--- config.mk ---
export PLATFORM = sky130hd
export DESIGN_NAME = blake_gfunc
export DESIGN_NICKNAME = d
export VERILOG_FILES = /design/src/logic/blake_pkg.sv /design/src/logic/blake_gfunc.sv
export VERILOG_INCLUDE_DIRS = /design/src /design/src/logic
export SDC_FILE = /design/constraint.sdc
export NUM_CORES = 1
export LEC_CHECK = 0
export CORE_AREA = 2 2 225 227
export DETAILED_ROUTE_END_ITERATION = 8
export DIE_AREA = 0 0 227 229
export DONT_BUFFER_PORTS = 1
export GPL_ROUTABILITY_DRIVEN = 0
export PLACE_DENSITY = 0.45
export SYNTH_ARGS = -nofsm -noshare
export SYNTH_HDL_FRONTEND = slang
export SYNTH_SLANG_ARGS = --single-unit
export TNS_END_PERCENT = 50
--- constraint.sdc ---
create_clock -name vclk -period 13.4
set_input_delay 0.67 -clock vclk [all_inputs]
set_output_delay 0.67 -clock vclk [all_outputs]
set_load 0.005 [all_outputs]
--- src/logic/blake_defs.svh ---
`ifndef BLAKE_DEFS_SVH
`define BLAKE_DEFS_SVH

// Rounds per block for each variant
`define BLAKE_ROUNDS_2S 10
`define BLAKE_ROUNDS_2B 12

// Block and chaining sizes in words
`define BLAKE_MSG_WORDS 16
`define BLAKE_H_WORDS   8

// G steps per round, four columns then four diagonals
`define BLAKE_STEPS 8

// BLAKE2s rotate amounts, first pair on half 0, second pair on half 1
`define BLAKE_R1_2S 16
`define BLAKE_R2_2S 12
`define BLAKE_R3_2S 8
`define BLAKE_R4_2S 7

// BLAKE2b rotate amounts
`define BLAKE_R1_2B 32
`define BLAKE_R2_2B 24
`define BLAKE_R3_2B 16
`define BLAKE_R4_2B 63

`endif

--- src/logic/blake_pkg.sv ---
`default_nettype none

`include "blake_defs.svh"

package blake_pkg;

    // Variant selected per block
    typedef enum logic {
        MODE_2S = 1'b0,
        MODE_2B = 1'b1
    } hash_mode_t;

    // One state or message word; BLAKE2s keeps it in the low half
    typedef logic [63:0] word_t;

    // Index into the working vector or the message buffer
    typedef logic [3:0] vidx_t;

    // Index of a chaining word
    typedef logic [2:0] hidx_t;

    // a, b, c, d indices of one G step, a in the top nibble
    typedef vidx_t [0:3] vsel_t;

    // a, b, c, d word tuple
    typedef word_t [0:3] gvec_t;

    // Chaining value
    typedef word_t [0:`BLAKE_H_WORDS-1] hvec_t;

    // Full working vector
    typedef word_t [0:`BLAKE_MSG_WORDS-1] vvec_t;

    // BLAKE2b IV, upper halves give the BLAKE2s IV
    localparam hvec_t blake_iv = {
        64'h6a09e667f3bcc908, 64'hbb67ae8584caa73b,
        64'h3c6ef372fe94f82b, 64'ha54ff53a5f1d36f1,
        64'h510e527fade682d1, 64'h9b05688c2b3e6c1f,
        64'h1f83d9abfb41bd6b, 64'h5be0cd19137e2179
    };

endpackage

`default_nettype wire

--- src/logic/blake_gfunc.sv ---
`default_nettype none

`include "blake_defs.svh"

module blake_gfunc
    import blake_pkg::*;
(
    input  gvec_t      gin,
    input  word_t      msg,
    input  logic       half,
    input  hash_mode_t mode,
    output gvec_t      gout
);

    logic  is32;
    word_t a_sum;
    word_t a0;
    word_t d0;
    word_t d1;
    word_t c_sum;
    word_t c0;
    word_t b0;
    word_t b1;

    function automatic logic [31:0] ror32(input logic [31:0] x, input int n);
        return (x >> n) | (x << (32 - n));
    endfunction

    function automatic logic [63:0] ror64(input logic [63:0] x, input int n);
        return (x >> n) | (x << (64 - n));
    endfunction

    assign is32 = (mode == MODE_2S);

    // a = a + b + m
    assign a_sum = gin[0] + gin[1] + msg;
    assign a0    = is32 ? {32'h0, a_sum[31:0]} : a_sum;

    // d = (d ^ a) >>> 16/8 or 32/16
    assign d0 = gin[3] ^ a0;
    assign d1 = is32 ?
        {32'h0, ror32(d0[31:0], half ? `BLAKE_R3_2S : `BLAKE_R1_2S)} :
        ror64(d0, half ? `BLAKE_R3_2B : `BLAKE_R1_2B);

    // c = c + d
    assign c_sum = gin[2] + d1;
    assign c0    = is32 ? {32'h0, c_sum[31:0]} : c_sum;

    // b = (b ^ c) >>> 12/7 or 24/63
    assign b0 = gin[1] ^ c0;
    assign b1 = is32 ?
        {32'h0, ror32(b0[31:0], half ? `BLAKE_R4_2S : `BLAKE_R2_2S)} :
        ror64(b0, half ? `BLAKE_R4_2B : `BLAKE_R2_2B);

    assign gout = {a0, b1, c0, d1};

endmodule

`default_nettype wire

# Word level (Yosys, flattened, before mapping)
# Index checks and enable logic that the tools add are counted.
totals:
  ff_bits: 0
  elab_cells: 29
classes:
  n_shift: 8
  mux: 8
  n_addsub: 7
  bitwise_logic: 6
ops:
  columns: ["cell", "n"]
  rows:
  - ["$mux W64", 4]
  - ["$add A64 B64 Y64", 3]
  - ["$or A64 B64 Y64", 2]
  - ["$shl A64 B32 Y64", 2]
  - ["$shr A64 B6 Y64", 2]
  - ["$xor A64 B64 Y64", 2]
  - ["$or A32 B32 Y32", 2]
  - ["$shl A32 B32 Y32", 2]
  - ["$shr A32 B4 Y32", 1]
  - ["$shr A32 B5 Y32", 1]
  - ["$sub A7 B6 Y8 const A", 2]
  - ["$mux W6", 2]
  - ["$sub A6 B4 Y7 const A", 1]
  - ["$sub A6 B5 Y7 const A", 1]
  - ["$mux W5", 1]
  - ["$mux W4", 1]

# Logic depth before layout (Yosys ltp)
logic_depth:
  ltp_word: 13
  ltp_mapped: 30
  mapped_depth_nobuf: 29

# Worst setup path before layout
# Ideal clock, no wire load.
synth_path:
  path_kind: "in2out"
  startpoint: "input gin[129] (netlist name)"
  endpoint: "output gout[159] (netlist name)"
  t_arrival_ns: 6.750
  path_stages: 28
  setup_slack_ns: 5.980
  path_buffers: 0
  path_cell_list: "inv_1 fa_1 inv_1 ha_1 inv_1 fa_1 nor2b_1 o2111ai_1 a31oi_1 o2111ai_1 a31o_2 o31ai_4 a21oi_1 o21a_1 xnor3_1 mux4_2 ha_1 a21oi_1 o21ai_0 a211oi_1 nor2_1 o41ai_2 o31a_1 nand2b_1 a21oi_2 mux2i_1 xor2_1 mux4_2"
synth_rtl:
  columns: ["element", "line", "source"]
  rows:
  - ["from (decl)", "blake_gfunc.sv:8", "input gvec_t gin,"]
  - ["to (decl)", "blake_gfunc.sv:12", "output gvec_t gout"]

==> impl_results.html <==
<table>
<tr><th>Metric</th><th>Value</th></tr>
<tr><th colspan="2">STA</th></tr>
<tr><td>Headroom to the max-slew limit</td><td>14.6%</td></tr>
<tr><td>Actual slew at the worst max-slew pin</td><td>1.27 ns</td></tr>
<tr><td>Slew Viols, Final</td><td>0</td></tr>
<tr><td>Share of the clock period used by the worst path</td><td>75.5%</td></tr>
<tr><td>Post-route minimum period</td><td>10.12 ns</td></tr>
<tr><td>Highest attainable clock frequency</td><td>98.8 MHz</td></tr>
<tr><td>Final setup vio count</td><td>0</td></tr>
<tr><td>Final total negative setup slack</td><td>0 ns</td></tr>
<tr><td>Setup repair after global routing missed its margin</td><td>no</td></tr>
<tr><td>Number of hold violations in the final report</td><td>0</td></tr>
<tr><th colspan="2">Global route</th></tr>
<tr><td>First-pass GRT wire length</td><td>118000 µm</td></tr>
<tr><td>Antenna violations before repair</td><td>0</td></tr>
<tr><td>Pin count of the biggest net entering global routing</td><td>167</td></tr>
<tr><td>Total global routing track utilization</td><td>32.0%</td></tr>
<tr><td>Global route overflow</td><td>0</td></tr>
<tr><td>Number of global-route vias before repair</td><td>15000</td></tr>
<tr><th colspan="2">Yosys</th></tr>
<tr><td>Number of warnings printed during yosys synthesis</td><td>0</td></tr>
<tr><td>Complex-gate fraction of the synthesized area</td><td>34.8%</td></tr>
<tr><td>Share of synthesized area occupied by flip-flops and latches</td><td>0%</td></tr>
<tr><td>Share of the synthesized netlist area taken by xor and xnor gates</td><td>15.6%</td></tr>
<tr><td>Total nets after synthesis</td><td>2452</td></tr>
<tr><td>Post-synthesis mux area share</td><td>2.17%</td></tr>
<tr><td>Simple-gate portion of the synthesized area</td><td>20.9%</td></tr>
<tr><td>Synthesized area</td><td>0.0136 mm²</td></tr>
<tr><td>Top-area cell type share of the netlist area</td><td>11.5%</td></tr>
<tr><td>Largest area contributor in the netlist</td><td>sky130_fd_sc_hd__ha_1</td></tr>
<tr><td>Fraction of the mapped netlist area in adder cells</td><td>21.1%</td></tr>
<tr><td>Most instantiated library cell after synthesis</td><td>sky130_fd_sc_hd__a21oi_1</td></tr>
<tr><td>Combinational family with the most area after synthesis</td><td>compound AO/OA/AOI/OAI gates</td></tr>
<tr><td>Commonest cells in the netlist</td><td>213 x sky130_fd_sc_hd__a21oi_1, 189 x sky130_fd_sc_hd__nand2_1, 172 x sky130_fd_sc_hd__nor2_1, 131 x sky130_fd_sc_hd__xnor2_1, 125 x sky130_fd_sc_hd__ha_1</td></tr>
<tr><td>Distinct cell type count of the synthesized netlist</td><td>87</td></tr>
<tr><td>Top post-synthesis cells by area</td><td>sky130_fd_sc_hd__ha_1 12%, sky130_fd_sc_hd__fa_1 9.6%, sky130_fd_sc_hd__xnor2_1 8.5%</td></tr>
<tr><td>Post-Synthesis Mean Instance Area</td><td>7.00 µm²</td></tr>
<tr><td>Number of standard cells after synthesis</td><td>1940</td></tr>
<tr><th colspan="2">Floorplanning</th></tr>
<tr><td>Y dimension of the die</td><td>229 µm</td></tr>
<tr><td>Chip Width</td><td>227 µm</td></tr>
<tr><td>Count of pins on the block boundary</td><td>578</td></tr>
<tr><td>Die outline area</td><td>0.0520 mm²</td></tr>
<tr><td>Core Box Area</td><td>0.0497 mm²</td></tr>
<tr><td>Starting density of the core</td><td>27.3%</td></tr>
<tr><td>Cell Rows</td><td>82</td></tr>
<tr><th colspan="2">Power and ir drop</th></tr>
<tr><td>Static power due to leakage</td><td>5.83 nW</td></tr>
<tr><td>Pwr/cell area</td><td>191 mW/mm²</td></tr>
<tr><td>Maximum ir drop on the vdd rail</td><td>0.0000486 V</td></tr>
<tr><th colspan="2">Place</th></tr>
<tr><td>DP HPWL</td><td>77100 µm</td></tr>
<tr><td>Inst Count DP</td><td>2508</td></tr>
<tr><td>Number of buffer cells added on primary ports</td><td>0</td></tr>
<tr><th colspan="2">Final layout</th></tr>
<tr><td>Antenna fix cells</td><td>0</td></tr>
<tr><td>Share of the core filled with cells</td><td>28.3%</td></tr>
<tr><td>Seq cells</td><td>0</td></tr>
<tr><td>Number of filler instances in the final layout</td><td>5543</td></tr>
<tr><td>Layout overhead on the synthesized area</td><td>3.51%</td></tr>
<tr><td>Final cell count without fillers</td><td>2508</td></tr>
<tr><td>Share of layout cells above drive strength 1</td><td>3.49%</td></tr>
<tr><td>Net count reported at finish</td><td>2350</td></tr>
<tr><td>Area taken by flip-flops and latches</td><td>0 µm²</td></tr>
<tr><td>Layout clock buffers</td><td>0</td></tr>
<tr><th colspan="2">Detailed routing</th></tr>
<tr><td>Number of DRC violations after detailed routing</td><td>0</td></tr>
<tr><td>Post-detailed-route count of antenna-violating nets</td><td>0</td></tr>
<tr><td>Vias per Instance</td><td>6.23</td></tr>
<tr><td>Uppermost signal routing layer after detailed routing</td><td>met4</td></tr>
<tr><td>Met2 WL</td><td>40500 µm</td></tr>
<tr><td>1st-pass router iterations</td><td>6</td></tr>
<tr><td>Total wire length after detailed routing</td><td>87400 µm</td></tr>
<tr><td>Detailed-route wire length per cell</td><td>34.8 µm</td></tr>
<tr><td>DR iter-0 viols</td><td>1606</td></tr>
<tr><td>Via total after detailed routing</td><td>15600</td></tr>
<tr><td>M1 WL</td><td>35100 µm</td></tr>
<tr><td>Met3 WL post-DR</td><td>8050 µm</td></tr>
<tr><th colspan="2">Worst setup path</th></tr>
<tr><td>Worst-path cell with the longest stage delay</td><td>sky130_fd_sc_hd__a211oi_1</td></tr>
<tr><td>Startpoint types</td><td>input port</td></tr>
<tr><td>Crit path required time</td><td>12.73 ns</td></tr>
<tr><td>Critical path class</td><td>in -&gt; out</td></tr>
<tr><td>Worst endpoint data arrival time</td><td>9.45 ns</td></tr>
<tr><td>Endpoint kind of the worst setup timing path</td><td>primary output</td></tr>
<tr><td>Slowest Stage Delay on Critical Path</td><td>0.83 ns</td></tr>
<tr><td>Maximum net fanout on the critical path</td><td>6</td></tr>
<tr><th colspan="2">CTS</th></tr>
<tr><td>Post_cts resized</td><td>0</td></tr>
<tr><td>Count of buffers added by post-CTS timing repair for setup</td><td>0</td></tr>
<tr><td>CTS Hold Bufs</td><td>0</td></tr>
<tr><th colspan="2">Outcome</th></tr>
<tr><td>Outcome</td><td>completed</td></tr>
<tr><th colspan="2">Run</th></tr>
<tr><td>Number of violations of the max-capacitance limit</td><td>0</td></tr>
<tr><th colspan="2">Worst hold path</th></tr>
<tr><td>Worst min-delay path class</td><td>in -&gt; out</td></tr>
</table>
path summary, 6_finish.rpt:
path	start	end	slack, ns	depth (start not counted)
worst max-delay path	gin[129]	gout[156]	3.28	29
worst min-delay path	mode	gout[152]	1.48	1
cell families (layout without fill, tap and decap cells):
| group | count (synthesis) | in the layout |
|---|---|---|
| compound gates | 710 | 710 |
| xor+xnor | 234 | 234 |
| fa+ha+maj | 190 | 190 |
| buf+inv | 189 | 85 |
| mux | 19 | 19 |
| simple gates | 598 | 598 |
final cells by class:
class / instances / area (µm²) / share of cell area (%)
Multi-Input combinational cell: 1751 / 12800 / 91.5
Tap cell: 672 / 841 / 5.98
Timing Repair Buffer: 11 / 82.6 / 0.588
Inverter: 74 / 278 / 1.98
critical path, delay by kind of cell:
family                   cells  cell delay [ns]
AND/OR/NAND/NOR              4             0.89
XOR/XNOR                     3             0.80
multiplexers                 1             0.31
adder cells (fa/ha/maj)      4             1.59
buffers and inverters        3             0.19
AO/OA/AOI/OAI               14             4.98
power breakdown:
part / total, W / internal [W] / switching (W)
logic: 0.00268 / 0.000811 / 0.00187
clock network: 0 / 0 / 0
registers: 0 / 0 / 0
routing by layer:
metal,global-route usage [%],vias up
li1,-,6871
met1,40.6,7735
met2,52.8,871
met3,7.39,145
met4,10.8,0
met5,0,-
metrics by stage:
step / hold WS, ns / setup WS, ns / total power, W / cell area [µm²]
2_1_floorplan: 1.49 / 5.98 / 0.00165 / 13600
3_3_place_gp: 1.47 / 3.64 / 0.00262 / 14000
3_5_place_dp: 1.48 / 3.55 / 0.00262 / 14000
4_1_cts: 1.47 / 3.49 / 0.00263 / 14000
5_1_grt: 1.47 / 2.87 / 0.00281 / 14000
6_report: 1.48 / 3.28 / 0.00268 / 14000
layout by cell type, fill, tap and decap left out, types with 45 or more instances in the layout:
cell type                  instances
sky130_fd_sc_hd__a211oi_1         52
sky130_fd_sc_hd__a21o_1           77
sky130_fd_sc_hd__a21oi_1         213
sky130_fd_sc_hd__and2_1           45
sky130_fd_sc_hd__fa_1             65
sky130_fd_sc_hd__ha_1            125
sky130_fd_sc_hd__inv_1            72
sky130_fd_sc_hd__nand2_1         189
sky130_fd_sc_hd__nor2_1          171
sky130_fd_sc_hd__o21ai_0         103
sky130_fd_sc_hd__xnor2_1         131
sky130_fd_sc_hd__xor2_1           98
Power figures use the tool's default switching activity.
