==> src/logic/blake_defs.svh <==
`ifndef BLAKE_DEFS_SVH
`define BLAKE_DEFS_SVH

// Rounds per block for each variant
`define BLAKE_ROUNDS_2S 10
`define BLAKE_ROUNDS_2B 12

// Block and chaining sizes in words
`define BLAKE_MSG_WORDS 16
`define BLAKE_H_WORDS   8

// G steps per round, four columns then four diagonals
`define BLAKE_STEPS 8

// BLAKE2s rotate amounts, first pair on half 0, second pair on half 1
`define BLAKE_R1_2S 16
`define BLAKE_R2_2S 12
`define BLAKE_R3_2S 8
`define BLAKE_R4_2S 7

// BLAKE2b rotate amounts
`define BLAKE_R1_2B 32
`define BLAKE_R2_2B 24
`define BLAKE_R3_2B 16
`define BLAKE_R4_2B 63

`endif

==> src/logic/blake_pkg.sv <==
`default_nettype none

`include "blake_defs.svh"

package blake_pkg;

    // Variant selected per block
    typedef enum logic {
        MODE_2S = 1'b0,
        MODE_2B = 1'b1
    } hash_mode_t;

    // One state or message word; BLAKE2s keeps it in the low half
    typedef logic [63:0] word_t;

    // Index into the working vector or the message buffer
    typedef logic [3:0] vidx_t;

    // Index of a chaining word
    typedef logic [2:0] hidx_t;

    // a, b, c, d indices of one G step, a in the top nibble
    typedef vidx_t [0:3] vsel_t;

    // a, b, c, d word tuple
    typedef word_t [0:3] gvec_t;

    // Chaining value
    typedef word_t [0:`BLAKE_H_WORDS-1] hvec_t;

    // Full working vector
    typedef word_t [0:`BLAKE_MSG_WORDS-1] vvec_t;

    // BLAKE2b IV, upper halves give the BLAKE2s IV
    localparam hvec_t blake_iv = {
        64'h6a09e667f3bcc908, 64'hbb67ae8584caa73b,
        64'h3c6ef372fe94f82b, 64'ha54ff53a5f1d36f1,
        64'h510e527fade682d1, 64'h9b05688c2b3e6c1f,
        64'h1f83d9abfb41bd6b, 64'h5be0cd19137e2179
    };

endpackage

`default_nettype wire

==> src/logic/blake_round_ctrl.sv <==
`default_nettype none

`include "blake_defs.svh"

module blake_round_ctrl
    import blake_pkg::*;
(
    input  logic       clk,
    input  logic       reset,
    input  logic       start,
    input  hash_mode_t mode,
    input  logic       last,
    input  word_t      offset,
    output logic       busy,
    output logic       done,
    output logic       init_pulse,
    output logic       step_en,
    output logic       half,
    output vsel_t      vsel,
    output vidx_t      msg_sel,
    output hash_mode_t mode_q,
    output logic       fold_pulse,
    output logic       last_q,
    output word_t      offset_q
);

    logic        start_ok;
    logic [3:0]  round;
    logic [2:0]  step;
    logic [3:0]  round_last;
    logic        last_half;
    logic [3:0]  sig_row;
    logic [3:0]  sig_pos;
    logic [63:0] sig_bits;

    // Sigma permutation rows, position 0 in the top nibble
    function automatic logic [63:0] sigma_row(input logic [3:0] row);
        case (row)
            4'd0:    return 64'h0123456789abcdef;
            4'd1:    return 64'hea489fd61c02b753;
            4'd2:    return 64'hb8c052fdae367194;
            4'd3:    return 64'h7931dcbe265a40f8;
            4'd4:    return 64'h905724afe1bc683d;
            4'd5:    return 64'h2c6a0b834d75fe19;
            4'd6:    return 64'hc51fed4a0763928b;
            4'd7:    return 64'hdb7ec13950f4862a;
            4'd8:    return 64'h6fe9b308c2d714a5;
            default: return 64'ha2847615fb9e3cd0;
        endcase
    endfunction

    // Start is only honoured from idle
    assign start_ok = start && !busy;

    assign round_last = (mode_q == MODE_2B) ? 4'(`BLAKE_ROUNDS_2B - 1) :
                                              4'(`BLAKE_ROUNDS_2S - 1);

    // Final half-step of the final round
    assign last_half = half && (step == 3'(`BLAKE_STEPS - 1)) && (round == round_last);

    // Control flow
    always_ff @(posedge clk) begin
        if (reset) begin
            busy       <= 1'b0;
            done       <= 1'b0;
            init_pulse <= 1'b0;
            step_en    <= 1'b0;
            fold_pulse <= 1'b0;
            round      <= '0;
            step       <= '0;
            half       <= 1'b0;
            mode_q     <= MODE_2S;
            last_q     <= 1'b0;
        end else begin
            // E0 -> load, load -> steps, last step -> fold, fold -> done
            init_pulse <= start_ok;
            fold_pulse <= step_en && last_half;
            done       <= fold_pulse;
            if (init_pulse) begin
                step_en <= 1'b1;
            end else if (step_en && last_half) begin
                step_en <= 1'b0;
            end
            if (start_ok) begin
                busy   <= 1'b1;
                mode_q <= mode;
                last_q <= last;
                round  <= '0;
                step   <= '0;
                half   <= 1'b0;
            end else begin
                if (fold_pulse) begin
                    busy <= 1'b0;
                end
                // Half toggles every edge, step wraps into the next round
                if (step_en) begin
                    half <= ~half;
                    if (half) begin
                        step <= step + 3'd1;
                        if (step == 3'(`BLAKE_STEPS - 1)) begin
                            round <= round + 4'd1;
                        end
                    end
                end
            end
        end
    end

    // Block counter, held for the whole block
    always_ff @(posedge clk) begin
        if (start_ok) begin
            offset_q <= offset;
        end
    end

    // Columns first, then diagonals
    always_comb begin
        case (step)
            3'd0:    vsel = 16'h048c;
            3'd1:    vsel = 16'h159d;
            3'd2:    vsel = 16'h26ae;
            3'd3:    vsel = 16'h37bf;
            3'd4:    vsel = 16'h05af;
            3'd5:    vsel = 16'h16bc;
            3'd6:    vsel = 16'h278d;
            default: vsel = 16'h349e;
        endcase
    end

    // Schedule repeats every ten rounds
    assign sig_row  = (round >= 4'd10) ? round - 4'd10 : round;
    assign sig_pos  = {step, half};
    assign sig_bits = sigma_row(sig_row);
    assign msg_sel  = sig_bits[(4'd15 - sig_pos) * 4 +: 4];

endmodule

`default_nettype wire

==> config.mk <==
export PLATFORM = sky130hd
export DESIGN_NAME = blake_round_ctrl
export DESIGN_NICKNAME = d
export VERILOG_FILES = /design/src/logic/blake_pkg.sv /design/src/logic/blake_round_ctrl.sv
export VERILOG_INCLUDE_DIRS = /design/src /design/src/logic
export SDC_FILE = /design/constraint.sdc
export NUM_CORES = 1
export LEC_CHECK = 0
export BUFFER_PORTS_ARGS = -buffer_cell sky130_fd_sc_hd__buf_2
export CORE_UTILIZATION = 40
export DETAILED_ROUTE_END_ITERATION = 12
export PLACE_DENSITY_LB_ADDON = 0.05
export SYNTH_ARGS = -nofsm -noshare
export SYNTH_HDL_FRONTEND = slang
export SYNTH_SLANG_ARGS = --single-unit
==> constraint.sdc <==
create_clock -name clk -period 5.6 [get_ports clk]
set_clock_uncertainty 0.1 [all_clocks]
set_input_delay 0.56 -clock clk [delete_from_list [all_inputs] [get_ports clk]]
set_output_delay 0.56 -clock clk [all_outputs]
set_load 0.05 [all_outputs]
Word level (Yosys, flattened, before mapping)
Memory sizes are Yosys's and may differ from the RTL's.
Cells that the tools add are included.

storage, ports and cells
  ROM bits = 1024
  bits of input ports = 69
  word-level logic and storage cells = 45
  memories = 1
  output and inout port bits = 92
  register bits = 79

cells by class
  add/subtract/negate cells = 4
  equal/unequal tests = 8
  shift operators = 1
  muxes and demuxes = 7
  reductions and logical operators = 11
  magnitude comparators = 1
  bitwise logic cells = 1

memory list
  memory            depth  bits a word  read ports  clocked after memory_dff  write ports  line                    source
  (name not given)  16     64           1           0                         0            blake_round_ctrl.sv:38  case (row)

operator list
  cell                                                  count
  case mux 14 bit (7 select lines)                      1
  variable part select 64 x 33 -> 4 bit                 1
  equality test 3 bit (second input constant)           4
  equality test 3 x 2 -> 1 bit (second input constant)  2
  subtractor 4 x 4 -> 5 bit (first input constant)      1
  adder 4 x 1 -> 4 bit (second input constant)          1
  equality test 4 bit                                   1
  >= comparator 4 bit (second input constant)           1
  logical AND 1 bit                                     4
  two-way mux 1 bit                                     4
  two-way mux 4 bit                                     1
  nonzero test 2 bit                                    2
  subtractor 4 bit (second input constant)              1
  adder 3 x 1 -> 3 bit (second input constant)          1
  equality test 3 x 1 -> 1 bit (second input constant)  1
  zero test 3 bit                                       1
  AND reduction 3 bit                                   1
  two-way mux 2 bit                                     1
  AND reduction 2 bit                                   1
  OR reduction 2 bit                                    1
  zero test 1 bit                                       1
  inverter 1 bit                                        1

Longest topological paths before layout
  depth after elaboration = 6
  depth in mapped cells = 14

Least setup slack after synthesis
OpenSTA, ideal clock, no wires.

  path kind = reg2out
  from = register round[0]
  to = output msg_sel[2]
  path slack = 1.215 ns
  required time = 4.940 ns
  data arrival time = 3.725 ns
  buffers on the path = 1
  stages on the path, launching flop included = 14
  cells stage by stage = dfxtp_1 -> clkbuf_1 -> inv_1 -> ha_1 -> nor2_1 -> o21ai_1 -> inv_1 -> ha_1 -> or2_2 -> a21oi_1 -> a211oi_1 -> o21ai_0 -> a2111oi_0 -> nor3_1

on the way
  cells in the longest elaborated chain, start to end = 4
  elaborated cells on any way between the ends = 5
  classes of those cells = add/sub (1); order compare (1); shift (1); mux (1); memory (1)

RTL lines
  item                                                            line                     source
  start, declared                                                 blake_round_ctrl.sv:28   logic [3:0] round;
  start signal, assigned                                          blake_round_ctrl.sv:101  round <= round + 4'd1;
  subtractor 4 bit / >= comparator 4 bit (equally long branches)  blake_round_ctrl.sv:131  assign sig_row = (round >= 4'd10) ? round - 4'd10 : round;
  two-way mux 4 bit (*)                                           blake_round_ctrl.sv:131
  memory (16 x 64 bit) (*)                                        -
  variable part select 64 x 33 -> 4 bit (*)                       blake_round_ctrl.sv:134  assign msg_sel = sig_bits[(4'd15 - sig_pos) * 4 +: 4];
  end, declared                                                   blake_round_ctrl.sv:20   output vidx_t msg_sel,

Every way passes the cells marked *; elsewhere a longest branch is shown, timed or not.

Final worst setup path
  from = register round[1]
  to = output msg_sel[3]

The elaborated chain is that of the path after synthesis.

==> impl_results.md <==
- Prevailing post-synth register cell: edfxtp_1
- Critical-path cell list: ha_1, nor2_1, o21ai_1, inv_1, ha_1, a211oi_1, a211oi_1, o311ai_0, o221ai_1, o221ai_1, buf_2
- Highest fanout seen on the critical path: 20
- Fraction of final layout cells sized beyond drive strength 1: 0.333
- Total vias in the final route: 3912
- Buf+Inv Stages, Crit Path: 2
- Cell area after layout: 5340 um2
- Die width: 106 um
- Tightest Pin Transition: 0.826 ns
- Mean post-synth cell area: 10.1 um2
- Ranking of synthesized cells by instance count: 64 x edfxtp_1, 40 x nor2_1, 33 x a21oi_1
- Library cell with the highest instance count after synthesis: edfxtp_1
- First-pass DRT Iterations: 9
- Rel. slew slack: 0.448
- Routability congestion estimate: 0.913
- Category of the worst setup path capture point: output pin
- Number of sinks on the clock net: 79
- Register area share after synthesis: 0.513
- Bufs on Longest Clock Path: 2
- Pwr per Cell Area: 245 nW/um2
- Starting Density: 0.416
- Fill cell count: 987
- Overflow after GRT: 0
- Yosys warns: 0
- DR iter-0 viols: 470
- Highest clock rate: 0.206 GHz
- Cell area after technology mapping: 4330 um2
- Core Area: 10400 um2
- Number of nets in the finished design: 647
- Slowest stage cell, crit path: dfxtp_1
- First-pass GRT wire length: 18500 um
- Largest delay contributor family on the critical path: compound AO/OA/AOI/OAI gates
- Area growth from synthesis to final layout: 23.3%
- Number of flip-flops and latches in the synthesized netlist: 79
- Worst min-delay path class: input port to flip-flop
- Number of hold-repair buffers added at the cts stage: 0
- Number of gates resized after CTS: 0
- Final cycle utilization of the critical path: 0.868
- IR drop worst, VDD: 0.122 mV
- Post-route setup TNS: 0 ns
- Placement Setup Slack: 1.16 ns
- Hold Violations, Final: 0
- Number of buffers created by CTS: 9
- DPL Wire Length: 8800 um
- Top cell type by total area after synthesis: edfxtp_1
- DRC Markers: 0
- Worst endpoint data arrival time: 4.20 ns
- Floorplan row count: 37
- Count of distinct cell types in the synthesized netlist: 64
- Leakage: 0.00218 uW
- H-tree Lvls: 3
- Clock tree from TritonCTS: yes
- Largest net degree at the start of global routing: 39
- Post-synth EDFFs: 64
- Number of pins with negative max-slew slack in the final report: 0
- Aggregate global-route resource usage: 0.215
- Port-buffer cells: 152
- Routed via count divided by cell count: 5.58
- Top cells by area, synth: edfxtp_1 44%, dfxtp_1 6.9%, ha_1 5.2%
- Number of diodes: 0
- Number of global-route vias before repair: 3402
- Wire per inst: 17.4 um
- Routed wire length: 12200 um
- Gate count of the mapped netlist: 427
- Clock root buffer master: clkbuf_8
- Die Y: 106 um
- Worst path max stage delay: 0.77 ns
- Placed cell area: 5140 um2
- Num ports: 161
- Synth top area share: 0.444
- Clock transition at the register clock pins on the worst setup and hold paths after CTS: 0.09 ns
- Worst endpoint required time: 4.94 ns
- Insertion delay of the later-clocked pin in the worst-skew pair: 0.35 ns
- Status: finished clean
- Worst-case hold slack: 0.275 ns
- Setup-failing EPs final: 0
- Shortest period the worst path allows: 4.86 ns
- CP Launch Type: flip-flop
- Remaining antenna violation count: 0
- Post-CTS Repair Setup Buffers: 0
- Category of the most critical setup path: flip-flop to output pin
- Max-cap violation count: 0
- Fin worst setup slack: 0.737 ns
- Area occupied by registers: 2220 um2
- Initial antenna violation count: 0
- Multi-input gate area in the final layout: 1880 um2
- Floorplan die area: 11200 um2
- RSZ-0062 raised after global routing: no
- FFs w/ async S/R, synth: 0
final timing paths:
check,from,end,slack (ns),cells after the start
setup / recovery,round[1],msg_sel[3],0.74,11
hold / removal,offset[56],offset_q[56],0.28,1
setup reg to reg,step[1],step_en,3.31,6
hold reg to reg,fold_pulse,busy,0.37,1
through the flow:
| stage | utilization | total power, uW | cells |
|---|---|---|---|
| after global placement | 0.493 | 897 | 685 |
| after global routing | 0.513 | 1360 | 701 |
| after CTS | 0.513 | 1330 | 701 |
| after floorplan | - | 844 | 433 |
| after detailed placement | 0.493 | 898 | 685 |
| final | 0.513 | 1310 | 701 |
placed cells by master (no fill, tap or decap), types with 2 or more instances in the layout:
cell type / instances
clkinvlp_4: 4
nand3_1: 13
and3_1: 5
xor2_1: 2
nor2_1: 40
nor3_1: 9
ha_1: 18
o211ai_1: 6
mux2i_1: 4
o311ai_0: 2
o221ai_1: 4
nand3b_1: 3
nand4_1: 6
buf_4: 9
xnor2_1: 5
edfxtp_1: 64
clkbuf_8: 9
nor2b_1: 3
nand2b_1: 6
or2_2: 3
inv_1: 8
a32oi_1: 6
or3_1: 4
and2_1: 2
a211oi_1: 12
a31oi_1: 4
o21ai_0: 30
conb_1: 8
o2111ai_1: 3
a21oi_1: 33
buf_2: 152
nor4_1: 5
a21o_1: 4
dfxtp_1: 15
nand2_1: 30
o21ai_1: 2
layer usage:
metal,GRT usage,share of wire,vias up
met5,0,0,-
met3,0.0601,0.10,33
met1,0.278,0.40,1794
li1,-,-,1845
met2,0.332,0.47,240
met4,0.104,0.028,0
kinds of logic after synthesis:
logic type / after synthesis / share of synthesized area
other cells: 2 / 0.00173
fa+ha+maj: 18 / 0.0520
compound gates: 125 / 0.189
xor+xnor: 7 / 0.0142
flops: 79 / 0.513
simple gates: 137 / 0.159
mux: 5 / 0.0118
buf+inv: 54 / 0.0592
layout make-up:
type	count	area share
multi-input cells	300	0.352
inverters	9	0.00633
repair buffers	161	0.155
well taps	136	0.0319
clock inverters	7	0.0150
clock buffers	9	0.0232
flip-flops and latches	79	0.416
state kept, by name (all words and copies together) (netlist names):
| register | cells |
|---|---|
| busy | 1 |
| done | 1 |
| fold_pulse | 1 |
| half | 1 |
| init_pulse | 1 |
| last_q | 1 |
| mode_q | 1 |
| offset_q | 64 |
| round | 4 |
| step | 3 |
| step_en | 1 |
worst register-to-register path, stage by stage, from the launching register on:
cell and delay (ns):
dfxtp_1 0.73, ha_1 0.39, ha_1 0.22, and3_1 0.35, nand3_1 0.18, a21oi_1 0.18, nor2_1 0.05
where the power goes:
part           internal [uW]  leakage, uW  switching, uW  total, uW
clock                    210    0.0000900            217        428
combinational           46.7      0.00136            161        208
sequential               668     0.000731           7.55        675
total                    925      0.00218            386       1310
(Power assumes the default switching activity.)
